## src/rtl/decode_cfg.svh

```systemverilog
`ifndef DECODE_CFG_SVH
`define DECODE_CFG_SVH

////////////////////////////////////////
// Widths
////////////////////////////////////////
`define DEC_INSTR_W       32
`define DEC_RADDR_W       5

////////////////////////////////////////
// Instruction field positions
////////////////////////////////////////
`define DEC_RD_LSB        7
`define DEC_OPC_LSB       0
`define DEC_OPC_MSB       (`DEC_RD_LSB - 1)
`define DEC_F3_LSB        12
`define DEC_F3_MSB        14
`define DEC_RS1_LSB       15
`define DEC_RS1_MSB       19
`define DEC_RS2_LSB       20
`define DEC_RS2_MSB       24
`define DEC_F7_LSB        25
`define DEC_F7_MSB        31
`define DEC_SHAMT_HI_LSB  26 // 6-bit shamt on RV64.

`endif

```

## src/rtl/decode_pkg.sv

```systemverilog
package decode_pkg;

    ////////////////////////////////////////
    // Major opcodes in bits 6:0
    ////////////////////////////////////////
    typedef enum logic [6:0] {
        OPC_LOAD   = 7'b0000011,
        OPC_OP_IMM = 7'b0010011,
        OPC_AUIPC  = 7'b0010111,
        OPC_STORE  = 7'b0100011,
        OPC_OP     = 7'b0110011,
        OPC_LUI    = 7'b0110111,
        OPC_BRANCH = 7'b1100011,
        OPC_JALR   = 7'b1100111,
        OPC_JAL    = 7'b1101111
    } opcode_t;

    ////////////////////////////////////////
    // Decoded instruction identity
    ////////////////////////////////////////
    typedef enum logic [5:0] {
        UNKNOWN = 6'd0,   // Also the illegal marker.
        // Register-immediate.
        ADDI,
        SLTI,
        SLTIU,
        XORI,
        ORI,
        ANDI,
        SLLI,
        SRLI,
        SRAI,
        // Register-register.
        ADD,
        SUB,
        SLL,
        SLT,
        SLTU,
        XOR,
        SRL,
        SRA,
        OR,
        AND,
        // Memory.
        LB, LH, LW, LD,
        LBU, LHU, LWU,
        SB, SH, SW, SD,
        // Control flow.
        BEQ, BNE, BLT, BGE,
        BLTU, BGEU,
        JAL,
        JALR,
        LUI,
        AUIPC
    } instr_op_t;

    ////////////////////////////////////////
    // ALU function
    ////////////////////////////////////////
    typedef enum logic [3:0] {
        ALU_NONE = 4'd0,  // Branch compare only.
        ALU_ADD,
        ALU_SUB,
        ALU_SLL,
        ALU_SLT,
        ALU_SLTU,
        ALU_XOR,
        ALU_SRL,
        ALU_SRA,
        ALU_OR,
        ALU_AND,
        ALU_LINK          // pc + 4 for jumps.
    } alu_func_t;

endpackage

```

## src/rtl/alu_op_decoder.sv

```systemverilog
`timescale 1ns/1ps
`include "decode_cfg.svh"

module alu_op_decoder
(
    input  logic [`DEC_INSTR_W-1:0] raw_instr,
    output logic                    hit,
    output decode_pkg::instr_op_t   op,
    output decode_pkg::alu_func_t   alu_func,
    output logic                    regwrite,
    output logic                    uses_rs1,
    output logic                    uses_rs2
);

    localparam logic [6:0] F7_BASE = 7'h00;
    localparam logic [6:0] F7_ALT  = 7'h20; // SUB, SRA.
    localparam logic [5:0] F6_BASE = F7_BASE[6:1];
    localparam logic [5:0] F6_ALT  = F7_ALT[6:1];

    decode_pkg::opcode_t opc;
    logic [2:0]          f3;
    logic [6:0]          f7;
    logic [`DEC_F7_MSB-`DEC_SHAMT_HI_LSB:0] f6;

    assign opc = decode_pkg::opcode_t'(raw_instr[`DEC_OPC_MSB:`DEC_OPC_LSB]);
    assign f3  = raw_instr[`DEC_F3_MSB:`DEC_F3_LSB];
    assign f7  = raw_instr[`DEC_F7_MSB:`DEC_F7_LSB];
    assign f6  = raw_instr[`DEC_F7_MSB:`DEC_SHAMT_HI_LSB];

    always_comb
    begin
        op       = decode_pkg::UNKNOWN;
        alu_func = decode_pkg::ALU_NONE;
        case (opc)
            decode_pkg::OPC_OP_IMM:
            begin
                case (f3)
                    3'b000: {op, alu_func} = {decode_pkg::ADDI, decode_pkg::ALU_ADD};
                    3'b010: {op, alu_func} = {decode_pkg::SLTI, decode_pkg::ALU_SLT};
                    3'b011: {op, alu_func} = {decode_pkg::SLTIU, decode_pkg::ALU_SLTU};
                    3'b100: {op, alu_func} = {decode_pkg::XORI, decode_pkg::ALU_XOR};
                    3'b110: {op, alu_func} = {decode_pkg::ORI, decode_pkg::ALU_OR};
                    3'b111: {op, alu_func} = {decode_pkg::ANDI, decode_pkg::ALU_AND};
                    3'b001:
                    begin
                        if (f6 == F6_BASE)
                            {op, alu_func} = {decode_pkg::SLLI, decode_pkg::ALU_SLL};
                    end
                    default:
                    begin
                        if (f6 == F6_BASE)
                            {op, alu_func} = {decode_pkg::SRLI, decode_pkg::ALU_SRL};
                        else if (f6 == F6_ALT)
                            {op, alu_func} = {decode_pkg::SRAI, decode_pkg::ALU_SRA};
                    end
                endcase
            end
            decode_pkg::OPC_OP:
            begin
                if (f7 == F7_BASE)
                begin
                    case (f3)
                        3'b000: {op, alu_func} = {decode_pkg::ADD, decode_pkg::ALU_ADD};
                        3'b001: {op, alu_func} = {decode_pkg::SLL, decode_pkg::ALU_SLL};
                        3'b010: {op, alu_func} = {decode_pkg::SLT, decode_pkg::ALU_SLT};
                        3'b011: {op, alu_func} = {decode_pkg::SLTU, decode_pkg::ALU_SLTU};
                        3'b100: {op, alu_func} = {decode_pkg::XOR, decode_pkg::ALU_XOR};
                        3'b101: {op, alu_func} = {decode_pkg::SRL, decode_pkg::ALU_SRL};
                        3'b110: {op, alu_func} = {decode_pkg::OR, decode_pkg::ALU_OR};
                        default: {op, alu_func} = {decode_pkg::AND, decode_pkg::ALU_AND};
                    endcase
                end
                else if (f7 == F7_ALT)
                begin
                    if (f3 == 3'b000)
                        {op, alu_func} = {decode_pkg::SUB, decode_pkg::ALU_SUB};
                    else if (f3 == 3'b101)
                        {op, alu_func} = {decode_pkg::SRA, decode_pkg::ALU_SRA};
                end
                // M extension (funct7 01) falls through here.
            end
            default:
            begin
                op = decode_pkg::UNKNOWN;
            end
        endcase
    end

    assign hit      = (op != decode_pkg::UNKNOWN);
    assign regwrite = hit;
    assign uses_rs1 = hit;
    assign uses_rs2 = hit && (opc == decode_pkg::OPC_OP); // Immediates read rs1 only.

endmodule

```

## src/rtl/decode_stage.sv

```systemverilog
`timescale 1ns/1ps
`include "decode_cfg.svh"

module decode_stage
(
    input  logic                    clk,
    input  logic                    rst_n,
    input  logic                    in_valid,
    input  logic [`DEC_INSTR_W-1:0] raw_instr,
    output logic                    out_valid,
    output decode_pkg::instr_op_t   op,
    output decode_pkg::alu_func_t   alu_func,
    output logic                    regwrite,
    output logic                    memread,
    output logic                    memwrite,
    output logic                    branch,
    output logic                    illegal,
    output logic [`DEC_RADDR_W-1:0] ra1,
    output logic [`DEC_RADDR_W-1:0] ra2
);

    ////////////////////////////////////////
    // Group decoders
    ////////////////////////////////////////
    logic                  alu_hit;
    decode_pkg::instr_op_t alu_op;
    decode_pkg::alu_func_t alu_fn;
    logic                  alu_regwrite;
    logic                  alu_uses_rs1;
    logic                  alu_uses_rs2;

    logic                  mem_hit;
    decode_pkg::instr_op_t mem_op;
    logic                  mem_regwrite;
    logic                  mem_memread;
    logic                  mem_memwrite;
    logic                  mem_uses_rs2;

    logic                  flow_hit;
    decode_pkg::instr_op_t flow_op;
    decode_pkg::alu_func_t flow_fn;
    logic                  flow_regwrite;
    logic                  flow_branch;
    logic                  flow_uses_rs1;
    logic                  flow_uses_rs2;

    alu_op_decoder alu_op_decoder_inst
    (
        .raw_instr (raw_instr),
        .hit       (alu_hit),
        .op        (alu_op),
        .alu_func  (alu_fn),
        .regwrite  (alu_regwrite),
        .uses_rs1  (alu_uses_rs1),
        .uses_rs2  (alu_uses_rs2)
    );

    mem_op_decoder mem_op_decoder_inst
    (
        .raw_instr (raw_instr),
        .hit       (mem_hit),
        .op        (mem_op),
        .regwrite  (mem_regwrite),
        .memread   (mem_memread),
        .memwrite  (mem_memwrite),
        .uses_rs2  (mem_uses_rs2)
    );

    flow_op_decoder flow_op_decoder_inst
    (
        .raw_instr (raw_instr),
        .hit       (flow_hit),
        .op        (flow_op),
        .alu_func  (flow_fn),
        .regwrite  (flow_regwrite),
        .branch    (flow_branch),
        .uses_rs1  (flow_uses_rs1),
        .uses_rs2  (flow_uses_rs2)
    );

    ////////////////////////////////////////
    // Merge
    ////////////////////////////////////////
    decode_pkg::instr_op_t  op_d;
    decode_pkg::alu_func_t  func_d;
    logic                   regwrite_d;
    logic                   memread_d;
    logic                   memwrite_d;
    logic                   branch_d;
    logic                   use1_d;
    logic                   use2_d;
    logic                   illegal_d;
    logic [`DEC_RADDR_W-1:0] ra1_d;
    logic [`DEC_RADDR_W-1:0] ra2_d;

    always_comb
    begin
        op_d       = decode_pkg::UNKNOWN;
        func_d     = decode_pkg::ALU_NONE;
        regwrite_d = 1'b0;
        memread_d  = 1'b0;
        memwrite_d = 1'b0;
        branch_d   = 1'b0;
        use1_d     = 1'b0;
        use2_d     = 1'b0;
        if (alu_hit) // Groups are disjoint.
        begin
            op_d       = alu_op;
            func_d     = alu_fn;
            regwrite_d = alu_regwrite;
            use1_d     = alu_uses_rs1;
            use2_d     = alu_uses_rs2;
        end
        else if (mem_hit)
        begin
            op_d       = mem_op;
            func_d     = decode_pkg::ALU_ADD; // Address add.
            regwrite_d = mem_regwrite;
            memread_d  = mem_memread;
            memwrite_d = mem_memwrite;
            use1_d     = 1'b1;
            use2_d     = mem_uses_rs2;
        end
        else if (flow_hit)
        begin
            op_d       = flow_op;
            func_d     = flow_fn;
            regwrite_d = flow_regwrite;
            branch_d   = flow_branch;
            use1_d     = flow_uses_rs1;
            use2_d     = flow_uses_rs2;
        end
    end

    assign illegal_d = !(alu_hit || mem_hit || flow_hit);
    assign ra1_d     = use1_d ? raw_instr[`DEC_RS1_MSB:`DEC_RS1_LSB] : '0;
    assign ra2_d     = use2_d ? raw_instr[`DEC_RS2_MSB:`DEC_RS2_LSB] : '0;

    ////////////////////////////////////////
    // Output register
    ////////////////////////////////////////
    always_ff @(posedge clk or negedge rst_n)
    begin
        if (!rst_n)
        begin
            out_valid <= 1'b0;
            op        <= decode_pkg::UNKNOWN;
            alu_func  <= decode_pkg::ALU_NONE;
            regwrite  <= 1'b0;
            memread   <= 1'b0;
            memwrite  <= 1'b0;
            branch    <= 1'b0;
            illegal   <= 1'b0;
            ra1       <= '0;
            ra2       <= '0;
        end
        else
        begin
            out_valid <= in_valid;
            op        <= op_d;
            alu_func  <= func_d;
            regwrite  <= in_valid && regwrite_d; // Bubble writes nothing.
            memread   <= in_valid && memread_d;
            memwrite  <= in_valid && memwrite_d;
            branch    <= in_valid && branch_d;
            illegal   <= in_valid && illegal_d;
            ra1       <= ra1_d;
            ra2       <= ra2_d;
        end
    end

endmodule

```

## src/rtl/flow_op_decoder.sv

```systemverilog
`timescale 1ns/1ps
`include "decode_cfg.svh"

module flow_op_decoder
(
    input  logic [`DEC_INSTR_W-1:0] raw_instr,
    output logic                    hit,
    output decode_pkg::instr_op_t   op,
    output decode_pkg::alu_func_t   alu_func,
    output logic                    regwrite,
    output logic                    branch,
    output logic                    uses_rs1,
    output logic                    uses_rs2
);

    decode_pkg::opcode_t opc;
    logic [2:0]          f3;

    assign opc = decode_pkg::opcode_t'(raw_instr[`DEC_OPC_MSB:`DEC_OPC_LSB]);
    assign f3  = raw_instr[`DEC_F3_MSB:`DEC_F3_LSB];

    always_comb
    begin
        op       = decode_pkg::UNKNOWN;
        alu_func = decode_pkg::ALU_NONE;
        regwrite = 1'b0;
        branch   = 1'b0;
        uses_rs1 = 1'b0;
        uses_rs2 = 1'b0;
        case (opc)
            decode_pkg::OPC_BRANCH:
            begin
                case (f3)
                    3'd0:    op = decode_pkg::BEQ;
                    3'd1:    op = decode_pkg::BNE;
                    3'd4:    op = decode_pkg::BLT;
                    3'd5:    op = decode_pkg::BGE;
                    3'd6:    op = decode_pkg::BLTU;
                    3'd7:    op = decode_pkg::BGEU;
                    default: op = decode_pkg::UNKNOWN; // Gap at 2 and 3.
                endcase
                if (op != decode_pkg::UNKNOWN)
                begin
                    branch   = 1'b1;
                    uses_rs1 = 1'b1;
                    uses_rs2 = 1'b1;
                end
            end
            decode_pkg::OPC_JAL:
            begin
                op       = decode_pkg::JAL;
                alu_func = decode_pkg::ALU_LINK;
                regwrite = 1'b1;
                branch   = 1'b1;
            end
            decode_pkg::OPC_JALR:
            begin
                if (f3 == 3'd0)
                begin
                    op       = decode_pkg::JALR;
                    alu_func = decode_pkg::ALU_LINK;
                    regwrite = 1'b1;
                    branch   = 1'b1;
                    uses_rs1 = 1'b1; // Jump base.
                end
            end
            decode_pkg::OPC_LUI:
            begin
                op       = decode_pkg::LUI;
                alu_func = decode_pkg::ALU_ADD;
                regwrite = 1'b1;
            end
            decode_pkg::OPC_AUIPC:
            begin
                op       = decode_pkg::AUIPC;
                alu_func = decode_pkg::ALU_ADD;
                regwrite = 1'b1;
            end
            default:
            begin
                op = decode_pkg::UNKNOWN;
            end
        endcase
    end

    assign hit = (op != decode_pkg::UNKNOWN);

endmodule

```

## src/rtl/mem_op_decoder.sv

```systemverilog
`timescale 1ns/1ps
`include "decode_cfg.svh"

module mem_op_decoder
(
    input  logic [`DEC_INSTR_W-1:0] raw_instr,
    output logic                    hit,
    output decode_pkg::instr_op_t   op,
    output logic                    regwrite,
    output logic                    memread,
    output logic                    memwrite,
    output logic                    uses_rs2
);

    decode_pkg::opcode_t opc;
    logic [2:0]          f3;
    logic                is_load;

    assign opc = decode_pkg::opcode_t'(raw_instr[`DEC_OPC_MSB:`DEC_OPC_LSB]);
    assign f3  = raw_instr[`DEC_F3_MSB:`DEC_F3_LSB];

    always_comb
    begin
        op = decode_pkg::UNKNOWN;
        case (opc)
            decode_pkg::OPC_LOAD:
            begin
                case (f3)
                    3'd0:    op = decode_pkg::LB;
                    3'd1:    op = decode_pkg::LH;
                    3'd2:    op = decode_pkg::LW;
                    3'd3:    op = decode_pkg::LD;
                    3'd4:    op = decode_pkg::LBU;
                    3'd5:    op = decode_pkg::LHU;
                    3'd6:    op = decode_pkg::LWU;
                    default: op = decode_pkg::UNKNOWN; // No LDU.
                endcase
            end
            decode_pkg::OPC_STORE:
            begin
                case (f3)
                    3'd0:    op = decode_pkg::SB;
                    3'd1:    op = decode_pkg::SH;
                    3'd2:    op = decode_pkg::SW;
                    3'd3:    op = decode_pkg::SD;
                    default: op = decode_pkg::UNKNOWN;
                endcase
            end
            default:
            begin
                op = decode_pkg::UNKNOWN;
            end
        endcase
    end

    assign is_load  = (opc == decode_pkg::OPC_LOAD);
    assign hit      = (op != decode_pkg::UNKNOWN);
    assign regwrite = hit && is_load;
    assign memread  = hit && is_load;
    assign memwrite = hit && !is_load;
    assign uses_rs2 = memwrite; // Store data.

endmodule

```

## config.mk

```make
export PLATFORM = sky130hd
export DESIGN_NAME = decode_stage
export DESIGN_NICKNAME = d
export VERILOG_FILES = /design/src/rtl/decode_pkg.sv /design/src/rtl/alu_op_decoder.sv /design/src/rtl/decode_stage.sv /design/src/rtl/flow_op_decoder.sv /design/src/rtl/mem_op_decoder.sv
export VERILOG_INCLUDE_DIRS = /design/src /design/src/rtl
export SDC_FILE = /design/constraint.sdc
export NUM_CORES = 1
export LEC_CHECK = 0
export ABC_AREA = 0
export BUFFER_PORTS_ARGS = -buffer_cell sky130_fd_sc_hd__buf_2
export CAP_MARGIN = 25
export CORE_MARGIN = 2
export CORE_UTILIZATION = 51
export CTS_CLUSTER_DIAMETER = 120
export DETAILED_ROUTE_END_ITERATION = 8
export GPL_TIMING_DRIVEN = 1
export PLACE_DENSITY = 0.83
export SETUP_SLACK_MARGIN = 0.4
export SLEW_MARGIN = 20
export SYNTH_ARGS = -nofsm -noshare
export SYNTH_HDL_FRONTEND = slang
export SYNTH_SLANG_ARGS = --single-unit
```

## constraint.sdc

```tcl
create_clock -name clk -period 1.1 [get_ports clk]
set_clock_uncertainty 0.15 [all_clocks]
set_input_delay 0.11 -clock clk [delete_from_list [all_inputs] [get_ports clk]]
set_output_delay 0.11 -clock clk [all_outputs]
set_load 0.03 [all_outputs]
```

==> results.tsv, run 1 <==
stage	metric	value	unit
run_status	run status	did not finish	
run_status	Stopped at	5_1_grt	
run_status	Log Error	[ERROR DPL-0038] Utilization greater than 100%, impossible to legalize	
timing	WEP type	register input	
yosys	mux cell area share after synthesis	0	
yosys	synthesized flop and latch total	26	
yosys	Syn Nets	213	
cts	Sinks on Clock Net	26	
placement	hpwl dp	4320	µm
die	Die W	60.1	µm
cts	Num CTS Buffers	3	
placement	dpl ws	-955	ps
die	Starting Density	0.530	
yosys	Simple-Gate Fraction of Synth Area	0.265	
die	Die H	60.1	µm
yosys	largest family of logic cells by synthesized area	compound AO/OA/AOI/OAI gates	
die	Ports	61	
yosys	Compound-Gate Fraction of Synth Area	0.267	
placement	IO buf count	55	
yosys	Yosys warnings	0	
yosys	sequential-to-total area share from yosys stat	0.405	
die	Rows	20	
yosys	mapped cell area	0.00161	mm²
yosys	Syn Area/Cell	9.02	µm²
placement	Post-DP Area	0.00247	mm²
yosys	post-synthesis xor/xnor area fraction	0.0218	
global_route	largest net degree at the start of global routing	27	
cts	htree depth	1	
cts	Clock Tree Buf Depth	2	
placement	Placer Congestion	0.944	
placement	Cells after DPL	337	
yosys	Adder-Cell Fraction of Synth Area	0	
cts	Clock Root Buffer	clkbuf_4	
timing	worst_ep grt	ra2[2]$_DFF_PN0_/D	
yosys	synth unique cells	45	
yosys	Synth Instances	178	
==> what timing repair did <==
action	in CTS
pin swaps	27
hold endpoints to repair	42
resized for setup	89
setup endpoints to repair	51
setup buffers	5
==> cell families after synthesis <==
group,Yosys count
flops,26
buf+inv,15
xor+xnor,4
compound gates,59
simple gates,74
==> synth_stat cells (all sizes together) <==
cell,number,share of area
dfrtp,26,0.41
nand2,24,0.056
o21ai,13,0.041
nor3,11,0.044
a21boi,10,0.047
a21oi,8,0.025
nor2,8,0.019
and3,6,0.023
inv,6,0.014
clkbuf,5,0.012
nand3,5,0.016
o211ai,5,0.023
nor2b,4,0.016
a31oi,3,0.012
and4,3,0.016
buf,3,0.013
nand2b,3,0.012
nand4,3,0.012
o2111ai,3,0.016
o22ai,3,0.012
xnor2,3,0.016
a221oi,2,0.022
and2,2,0.0078
o221ai,2,0.011
or3,2,0.0078
a211o,1,0.0055
a21o,1,0.0047
a22o,1,0.0055
a22oi,1,0.0047
a2bb2oi,1,0.0055
a32oi,1,0.0055
clkinv,1,0.0023
nand4bb,1,0.017
nor4,1,0.0039
nor4b,1,0.015
o2111a,1,0.0070
o311ai,1,0.010
o31ai,1,0.0047
o41ai,1,0.0055
xor2,1,0.0055
==> stage by stage <==
step | hold slack (ps) | setup TNS, ps
floorplan | -336 | -12640
global placement | -47.2 | -18970
detailed placement | -43.6 | -19610
CTS | -389 | -12230
==> run 2: changes to the inputs <==
CORE_UTILIZATION = 36   (was 51)
CTS_CLUSTER_DIAMETER = not set   (was 120)
PLACE_DENSITY = not set   (was 0.83)
PLACE_DENSITY_LB_ADDON = 0.15   (was not set)
SETUP_SLACK_MARGIN = not set   (was 0.4)
==> run 2 against run 1 <==
  * The flow now finishes, with violations (negative setup slack)
  * Synthesized area unchanged
  * Synthesized cell count unchanged
==> results.tsv, run 2 <==
stage	metric	value	unit	change
run_status	run status	finished, violations left		was did not finish
run_status	failing checks	negative setup slack		
die	Die H	70.8	µm	was 60.1 µm
finish	Sequential Area	651	µm²	
timing	fin worst setup slack	-645	ps	
global_route	first-pass GRT wire length	8640	µm	
yosys	ys flop type	dfrtp_1		unchanged
yosys	Synth Instances	178		unchanged
die	Core Box Area	0.00432	mm²	
yosys	synth unique cells	45		unchanged
detailed_routing	Remaining DRCs	0		
yosys	mapped cell area	0.00161	mm²	unchanged
detailed_routing	via count	2004		
timing	fin crit share	1.59		
yosys	Synth async-reset ratio	1.00		unchanged
hold_path	Hold Crit Class	input port to register		
finish	Antenna Cells	0		
die	Rows	24		was 20
placement	Post-DP Area	0.00247	mm²	about the same
timing	RSZ-0062 raised after global routing	true		
yosys	Syn Nets	213		unchanged
yosys	Yosys warnings	0		unchanged
yosys	Syn Area/Cell	9.02	µm²	unchanged
finish	max reg flops	6		
finish	Top reg by flops	op		
finish	commonest cells after routing, fill and taps aside	78 x buf_4, 50 x buf_2, 26 x dfrtp_1, 21 x nand2_1, 20 x buf_6		
cts	CTS tree	yes		
timing	Min Clock Period, post-route	1740	ps	
yosys	count leader, synth	dfrtp_1		unchanged
timing	final hold violation count	0		
die	Starting Density	0.371		was 0.530
timing	Pins Over Slew Limit	0		
timing	Hold Slack	124	ps	
timing	Fmax	573	MHz	
critical_path	CP startpoint kind	input port		
yosys	synth cell count leaders	26 x dfrtp_1, 24 x nand2_1, 12 x o21ai_0		unchanged
die	Die W	70.8	µm	was 60.1 µm
critical_path	Setup CP Type	input port to register		
power_and_ir_drop	Max VDD drop	340	µV	
timing	Worst Tran Pin Value	422	ps	
detailed_routing	TritonRoute pass-1 iters	4		
finish	non-filler cells, final	385		
global_route	initial antenna violation count	0		
yosys	ranking of synthesized cells by area	dfrtp_1 41%, nand2_1 5.6%, a21boi_1 4.7%, o21ai_0 3.7%, nor3_1 2.8%		unchanged
timing	relative slew slack	0.715		
placement	IO buf count	55		unchanged
hold_path	hold path cells	4		
timing	Setup TNS Final	-12780	ps	
critical_path	CP cell instances	buf_2, or3_4, nor3_4, buf_4, nand4_1, o211ai_1, buf_4, nor3_4, buf_6, and3_4		
power_and_ir_drop	Pleak	1.54	nW	
yosys	sequential-to-total area share from yosys stat	0.405		unchanged
critical_path	Data required, critical path	1100	ps	
cts	Sinks on Clock Net	26		unchanged
global_route	largest net degree at the start of global routing	27		
cts	htree depth	1		unchanged
critical_path	Largest delay share family, worst path	simple AND/OR/NAND/NOR gates		
detailed_routing	Detail Route Antenna Nets	0		
critical_path	CP max stage delay	410	ps	
hold_path	hold path startpoint	raw_instr[14]		
power_and_ir_drop	Power Density	674	mW/mm²	
critical_path	stages on the worst setup path	10		
power_and_ir_drop	total power	2.10	mW	
finish	layout cell share with drive strength beyond 1	0.592		
yosys	number of synthesized flops with an enable pin	0		unchanged
critical_path	Critical Path Sink Type	register		
finish	most common cell after layout, fill and taps aside	buf_4		
critical_path	WP buf/inv	4		
detailed_routing	final WL	5700	µm	
global_route	global route overflow	0		
detailed_routing	vias per cell	5.21		
detailed_routing	DR WL/cell	14.8	µm	
flow_run	Max Cap Violations	0		
global_route	GRT Total Usage	0.217		
yosys	post-synth top area cell	dfrtp_1		unchanged
detailed_routing	DR iter-0 viols	71		
finish	top flop regs	op (6), ra1 (5), ra2 (5)		
cts	Clock Root Buffer	clkbuf_8		was clkbuf_4
cts	Num CTS Buffers	3		unchanged
critical_path	Worst Path Arrival	1750	ps	
placement	hpwl dp	4080	µm	was 4320 µm
placement	dpl ws	-935	ps	was -955 ps
global_route	vias in the first global route	1839		
critical_path	Worst setup startpoint	raw_instr[28]		
finish	footprint of the multi-input gates	0.00114	mm²	
cts	clock slew at reported path FFs	70	ps	
cts	Clock Tree Buf Depth	2		unchanged
die	die footprint	0.00501	mm²	
yosys	synthesized flop and latch total	26		unchanged
finish	Area growth syn-to-layout	93.7	%	
finish	Final Util	0.719		
yosys	share of the synthesized area in the top cell type	0.405		unchanged
placement	Cells after DPL	347		was 337
placement	Placer Congestion	0.844		was 0.944
die	Ports	61		unchanged
critical_path	CP max FO	6		
finish	fin nets	370		
timing	Final Setup Violations	24		
finish	final instance area	0.00311	mm²	
critical_path	Worst path slowest cell	or3_4		
finish	Filler Cell Count	333		
-- run 2: cell counts after synthesis --
No cell type changed its count.
-- run 2: repair_timing --
item                                   4_1_cts  5_1_grt
pin swaps                                   31       19
setup endpoints to repair                   25       25
hold buffers                                12        0
endpoints found under the hold margin       38        0
resized for setup                           35       38
cloned                                       0        0
buffers inserted                            12       15
-- run 2: layout make-up --
class	instances	share of cell area
Tap cell	52	0.0209
Timing Repair Buffer	160	0.380
Multi-Input combinational cell	137	0.367
Clock buffer	3	0.0133
Inverter	7	0.00966
Sequential cell	26	0.209
-- run 2: path summary, 6_finish.rpt --
check	to	slack, ps
worst max-delay path	illegal	-640
worst min-delay path	op[2]	120
max in group asynchronous	op[1]	360
min in group asynchronous	out_valid	210
-- run 2: cell families (layout without fill, tap and decap cells) --
| logic type | Yosys count | after routing | share of synthesized area |
|---|---|---|---|
| buffers and inverters | 15 | 170 | 0.0413 |
| XOR/XNOR | 4 | 4 | 0.0218 |
| AO/OA/AOI/OAI | 59 | 59 | 0.267 |
| flip-flops | 26 | 26 | 0.405 |
| AND/OR/NAND/NOR | 74 | 74 | 0.265 |
-- run 2: tightest hold or removal path, delay by kind of cell --
family,cells,cell delay (ps)
buf+inv,1,100
simple gates,3,250
-- run 2: layer usage --
metal | up-vias | track usage | part of all wire | wire length, µm
met5 | - | 0 | 0 | 0
met2 | 66 | 0.372 | 0.51 | 2920
met4 | 0 | 0.0692 | 0.027 | 154
li1 | 978 | - | - | -
met3 | 14 | 0.0299 | 0.050 | 286
met1 | 946 | 0.284 | 0.41 | 2340
-- run 2: where the power goes --
group / switching (mW) / total (mW) / internal (mW) / leakage, nW
logic: 0.314 / 0.639 / 0.324 / 1.16
clock network: 0.243 / 0.487 / 0.244 / 0.0216
registers: 0.00280 / 0.971 / 0.968 / 0.358
(Power assumes the default switching activity.)
==> run 3: changes to the inputs <==
SYNTH_HIERARCHICAL = 1   (was not set)
==> run 3 against run 2 <==
  * The flow still finishes with violations (negative setup slack)
  * Total power rose by 15%
  * Global-route usage fell by 3.8 points
  * Final area grew 15%
  * Sequential power about the same
  * Sequential cell count did not move
  * Critical path depth did not move
  * Highest routed layer unchanged
==> results.tsv, run 3 <==
stage	metric	value	unit	change
critical_path	Data required, critical path	1090	ps	was 1100 ps
timing	fin crit share	1.66		was 1.59
global_route	GRT Total Usage	0.179		was 0.217
detailed_routing	DR iter-0 viols	51		was 71
finish	max reg flops	6		unchanged
cts	Clock Root Buffer	clkbuf_8		unchanged
finish	layout cell share with drive strength beyond 1	0.499		was 0.592
finish	Filler Cell Count	572		was 333
power_and_ir_drop	switching share of power	0.258		was 0.267
finish	Area growth syn-to-layout	56.0	%	was 93.7%
critical_path	CP cell instances	buf_6, and4bb_2, nand3_4, buf_12, a2111oi_4, nor3_2, nand4_1, buf_12, nor2b_4, a211oi_1		was buf_2, or3_4, nor3_4, buf_4, nand4_1, o211ai_1, buf_4, nor3_4, buf_6, and3_4
yosys	Yosys warnings	6		was 0
hold_path	hold path startpoint	raw_instr[2]		was raw_instr[14]
yosys	ranking of synthesized cells by area	dfrtp_1 28%, a21oi_1 4.4%, nand3b_1 4.2%, buf_4 3.6%, nor2b_1 3.3%		was dfrtp_1 41%, nand2_1 5.6%, a21boi_1 4.7%, o21ai_0 3.7%, nor3_1 2.8%
timing	RSZ-0062 raised after global routing	true		unchanged
critical_path	CP max stage delay	350	ps	was 410 ps
power_and_ir_drop	Reg power frac	0.402		was 0.463
finish	Final Util	0.571		was 0.719
finish	most common cell after layout, fill and taps aside	buf_4		unchanged
yosys	synthesized flop and latch total	26		unchanged
timing	Fmax	548	MHz	was 573 MHz
global_route	first-pass GRT wire length	10500	µm	was 8640 µm
yosys	post-synth top area cell	dfrtp_1		unchanged
timing	Pins Over Slew Limit	0		unchanged
power_and_ir_drop	clock share of power	0.323		was 0.232
yosys	ys flop type	dfrtp_1		unchanged
cts	Num CTS Buffers	3		unchanged
die	Rows	29		was 24
yosys	Synth async-reset ratio	1.00		unchanged
yosys	share of the synthesized area in the top cell type	0.283		was 0.405
yosys	synth unique cells	71		was 45
finish	commonest cells after routing, fill and taps aside	81 x buf_4, 38 x buf_2, 26 x dfrtp_1, 20 x a21oi_1, 17 x nand2_1		was 78 x buf_4, 50 x buf_2, 26 x dfrtp_1, 21 x nand2_1, 20 x buf_6
die	Core Box Area	0.00628	mm²	was 0.00432 mm²
timing	final hold violation count	0		unchanged
timing	Setup TNS Final	-16920	ps	was -12780 ps
yosys	Syn Nets	299		was 213
die	die footprint	0.00704	mm²	was 0.00501 mm²
power_and_ir_drop	P_sw	0.621	mW	was 0.560 mW
power_and_ir_drop	total power	2.41	mW	was 2.10 mW
cts	CTS tree	yes		unchanged
power_and_ir_drop	Combinational Power Share	0.276		was 0.305
placement	dpl ws	-1080	ps	was -935 ps
power_and_ir_drop	Pleak	1.72	nW	was 1.54 nW
global_route	global route overflow	0		unchanged
detailed_routing	vias per cell	4.95		was 5.21
finish	Top reg by flops	op		unchanged
power_and_ir_drop	internal power	1.79	mW	was 1.54 mW
global_route	vias in the first global route	2243		was 1839
critical_path	WP buf/inv	3		was 4
global_route	largest net degree at the start of global routing	27		unchanged
critical_path	Worst path slowest cell	and4bb_2		was or3_4
finish	top flop regs	op (6), ra1 (5), ra2 (5)		unchanged
placement	IO buf count	55		unchanged
die	Die H	83.9	µm	was 70.8 µm
cts	Clock Tree Buf Depth	2		unchanged
yosys	number of synthesized flops with an enable pin	0		unchanged
detailed_routing	via count	2309		was 2004
die	Starting Density	0.366		was 0.371
cts	Sinks on Clock Net	26		unchanged
global_route	initial antenna violation count	0		unchanged
flow_run	Max Cap Violations	0		unchanged
run_status	run status	finished, violations left		unchanged
cts	clock slew at reported path FFs	100	ps	was 70 ps
cts	htree depth	1		unchanged
detailed_routing	TritonRoute pass-1 iters	5		was 4
critical_path	CP startpoint kind	input port		unchanged
critical_path	CP max FO	16		was 6
detailed_routing	Remaining DRCs	0		unchanged
yosys	synth cell count leaders	26 x dfrtp_1, 20 x a21oi_1, 17 x nand2_1		was 26 x dfrtp_1, 24 x nand2_1, 12 x o21ai_0
placement	Placer Congestion	0.852		was 0.844
finish	fin nets	429		was 370
yosys	Synth Instances	260		was 178
detailed_routing	DR WL/cell	13.7	µm	was 14.8 µm
yosys	mapped cell area	0.00230	mm²	was 0.00161 mm²
yosys	count leader, synth	dfrtp_1		unchanged
timing	fin worst setup slack	-725	ps	was -645 ps
critical_path	Setup CP Type	input port to register		unchanged
critical_path	Worst setup startpoint	raw_instr[2]		was raw_instr[28]
timing	Final Setup Violations	25		was 24
yosys	Syn Area/Cell	8.84	µm²	was 9.02 µm²
critical_path	Largest delay share family, worst path	simple AND/OR/NAND/NOR gates		unchanged
power_and_ir_drop	Power Density	672	mW/mm²	was 674 mW/mm²
power_and_ir_drop	Max VDD drop	603	µV	was 340 µV
timing	Min Clock Period, post-route	1820	ps	was 1740 ps
placement	hpwl dp	4970	µm	was 4080 µm
critical_path	Worst path most repeated cell	buf_12		
run_status	failing checks	negative setup slack		unchanged
detailed_routing	final WL	6380	µm	was 5700 µm
hold_path	Hold Crit Class	input port to register		unchanged
detailed_routing	Detail Route Antenna Nets	0		unchanged
critical_path	Worst Path Arrival	1810	ps	was 1750 ps
critical_path	Critical Path Sink Type	register		unchanged
finish	Antenna Cells	0		unchanged
yosys	sequential-to-total area share from yosys stat	0.283		was 0.405
die	Ports	61		unchanged
die	Die W	83.9	µm	was 70.8 µm
run 3: repair_timing:
action,CTS,global route
endpoints found under the hold margin,39,0
buffers inserted,0,0
gates cloned,0,0
endpoints found under the setup margin,28,35
pin swaps,2,1
resized for setup,21,31
hold buffers,12,0
run 3: cell families (layout without fill, tap and decap cells):
group | Yosys count | in the layout | share of synthesized area
buffers and inverters | 41 | 170 | 0.0953
other | 3 | 3 | 0.00490
flip-flops | 26 | 26 | 0.283
AND/OR/NAND/NOR | 107 | 107 | 0.315
adder cells (fa/ha/maj) | 5 | 5 | 0.0267
AO/OA/AOI/OAI | 72 | 72 | 0.252
XOR/XNOR | 6 | 6 | 0.0229
run 3: power by group through the flow:
stage               Combinational, mW  Clock [mW]  Sequential [mW]
detailed placement              0.592           0            0.986
CTS                             0.649       0.799            0.968
global route                    0.722       0.841            0.969
finish                          0.665       0.778            0.968
global placement                0.588           0            0.986
floorplan                       0.267           0             1.01
run 3: metrics by stage:
step	hold WS, ps	instance area, µm²	instances
3_3_place_gp	-38.1	3210	450
3_5_place_dp	-29.1	3210	450
4_1_cts	153	3500	466
5_1_grt	197	3580	466
2_1_floorplan	-336	2370	260
6_report	174	3580	466
run 3: path summary, 6_finish.rpt:
path	to	cells after the start
setup / recovery	ra2[1]	10
hold / removal	op[4]	5
max in group asynchronous	alu_func[0]	3
min in group asynchronous	memwrite	3
run 3: final cells by class:
class,instances,area [µm²],area share
clock buffer,3,41.3,0.0115
multi-input combinational,193,1550,0.433
tap,77,96.3,0.0269
sequential,26,651,0.182
timing repair buffer,146,1130,0.316
inverter,20,82.6,0.0230
clock inverter,1,30.0,0.00838
run 3: metal layers:
metal,share of wire,vias up,global-route usage
met5,0,-,0
met4,0.0075,0,0.0367
met3,0.035,4,0.0138
met2,0.48,60,0.309
met1,0.48,1058,0.247
li1,-,1187,-
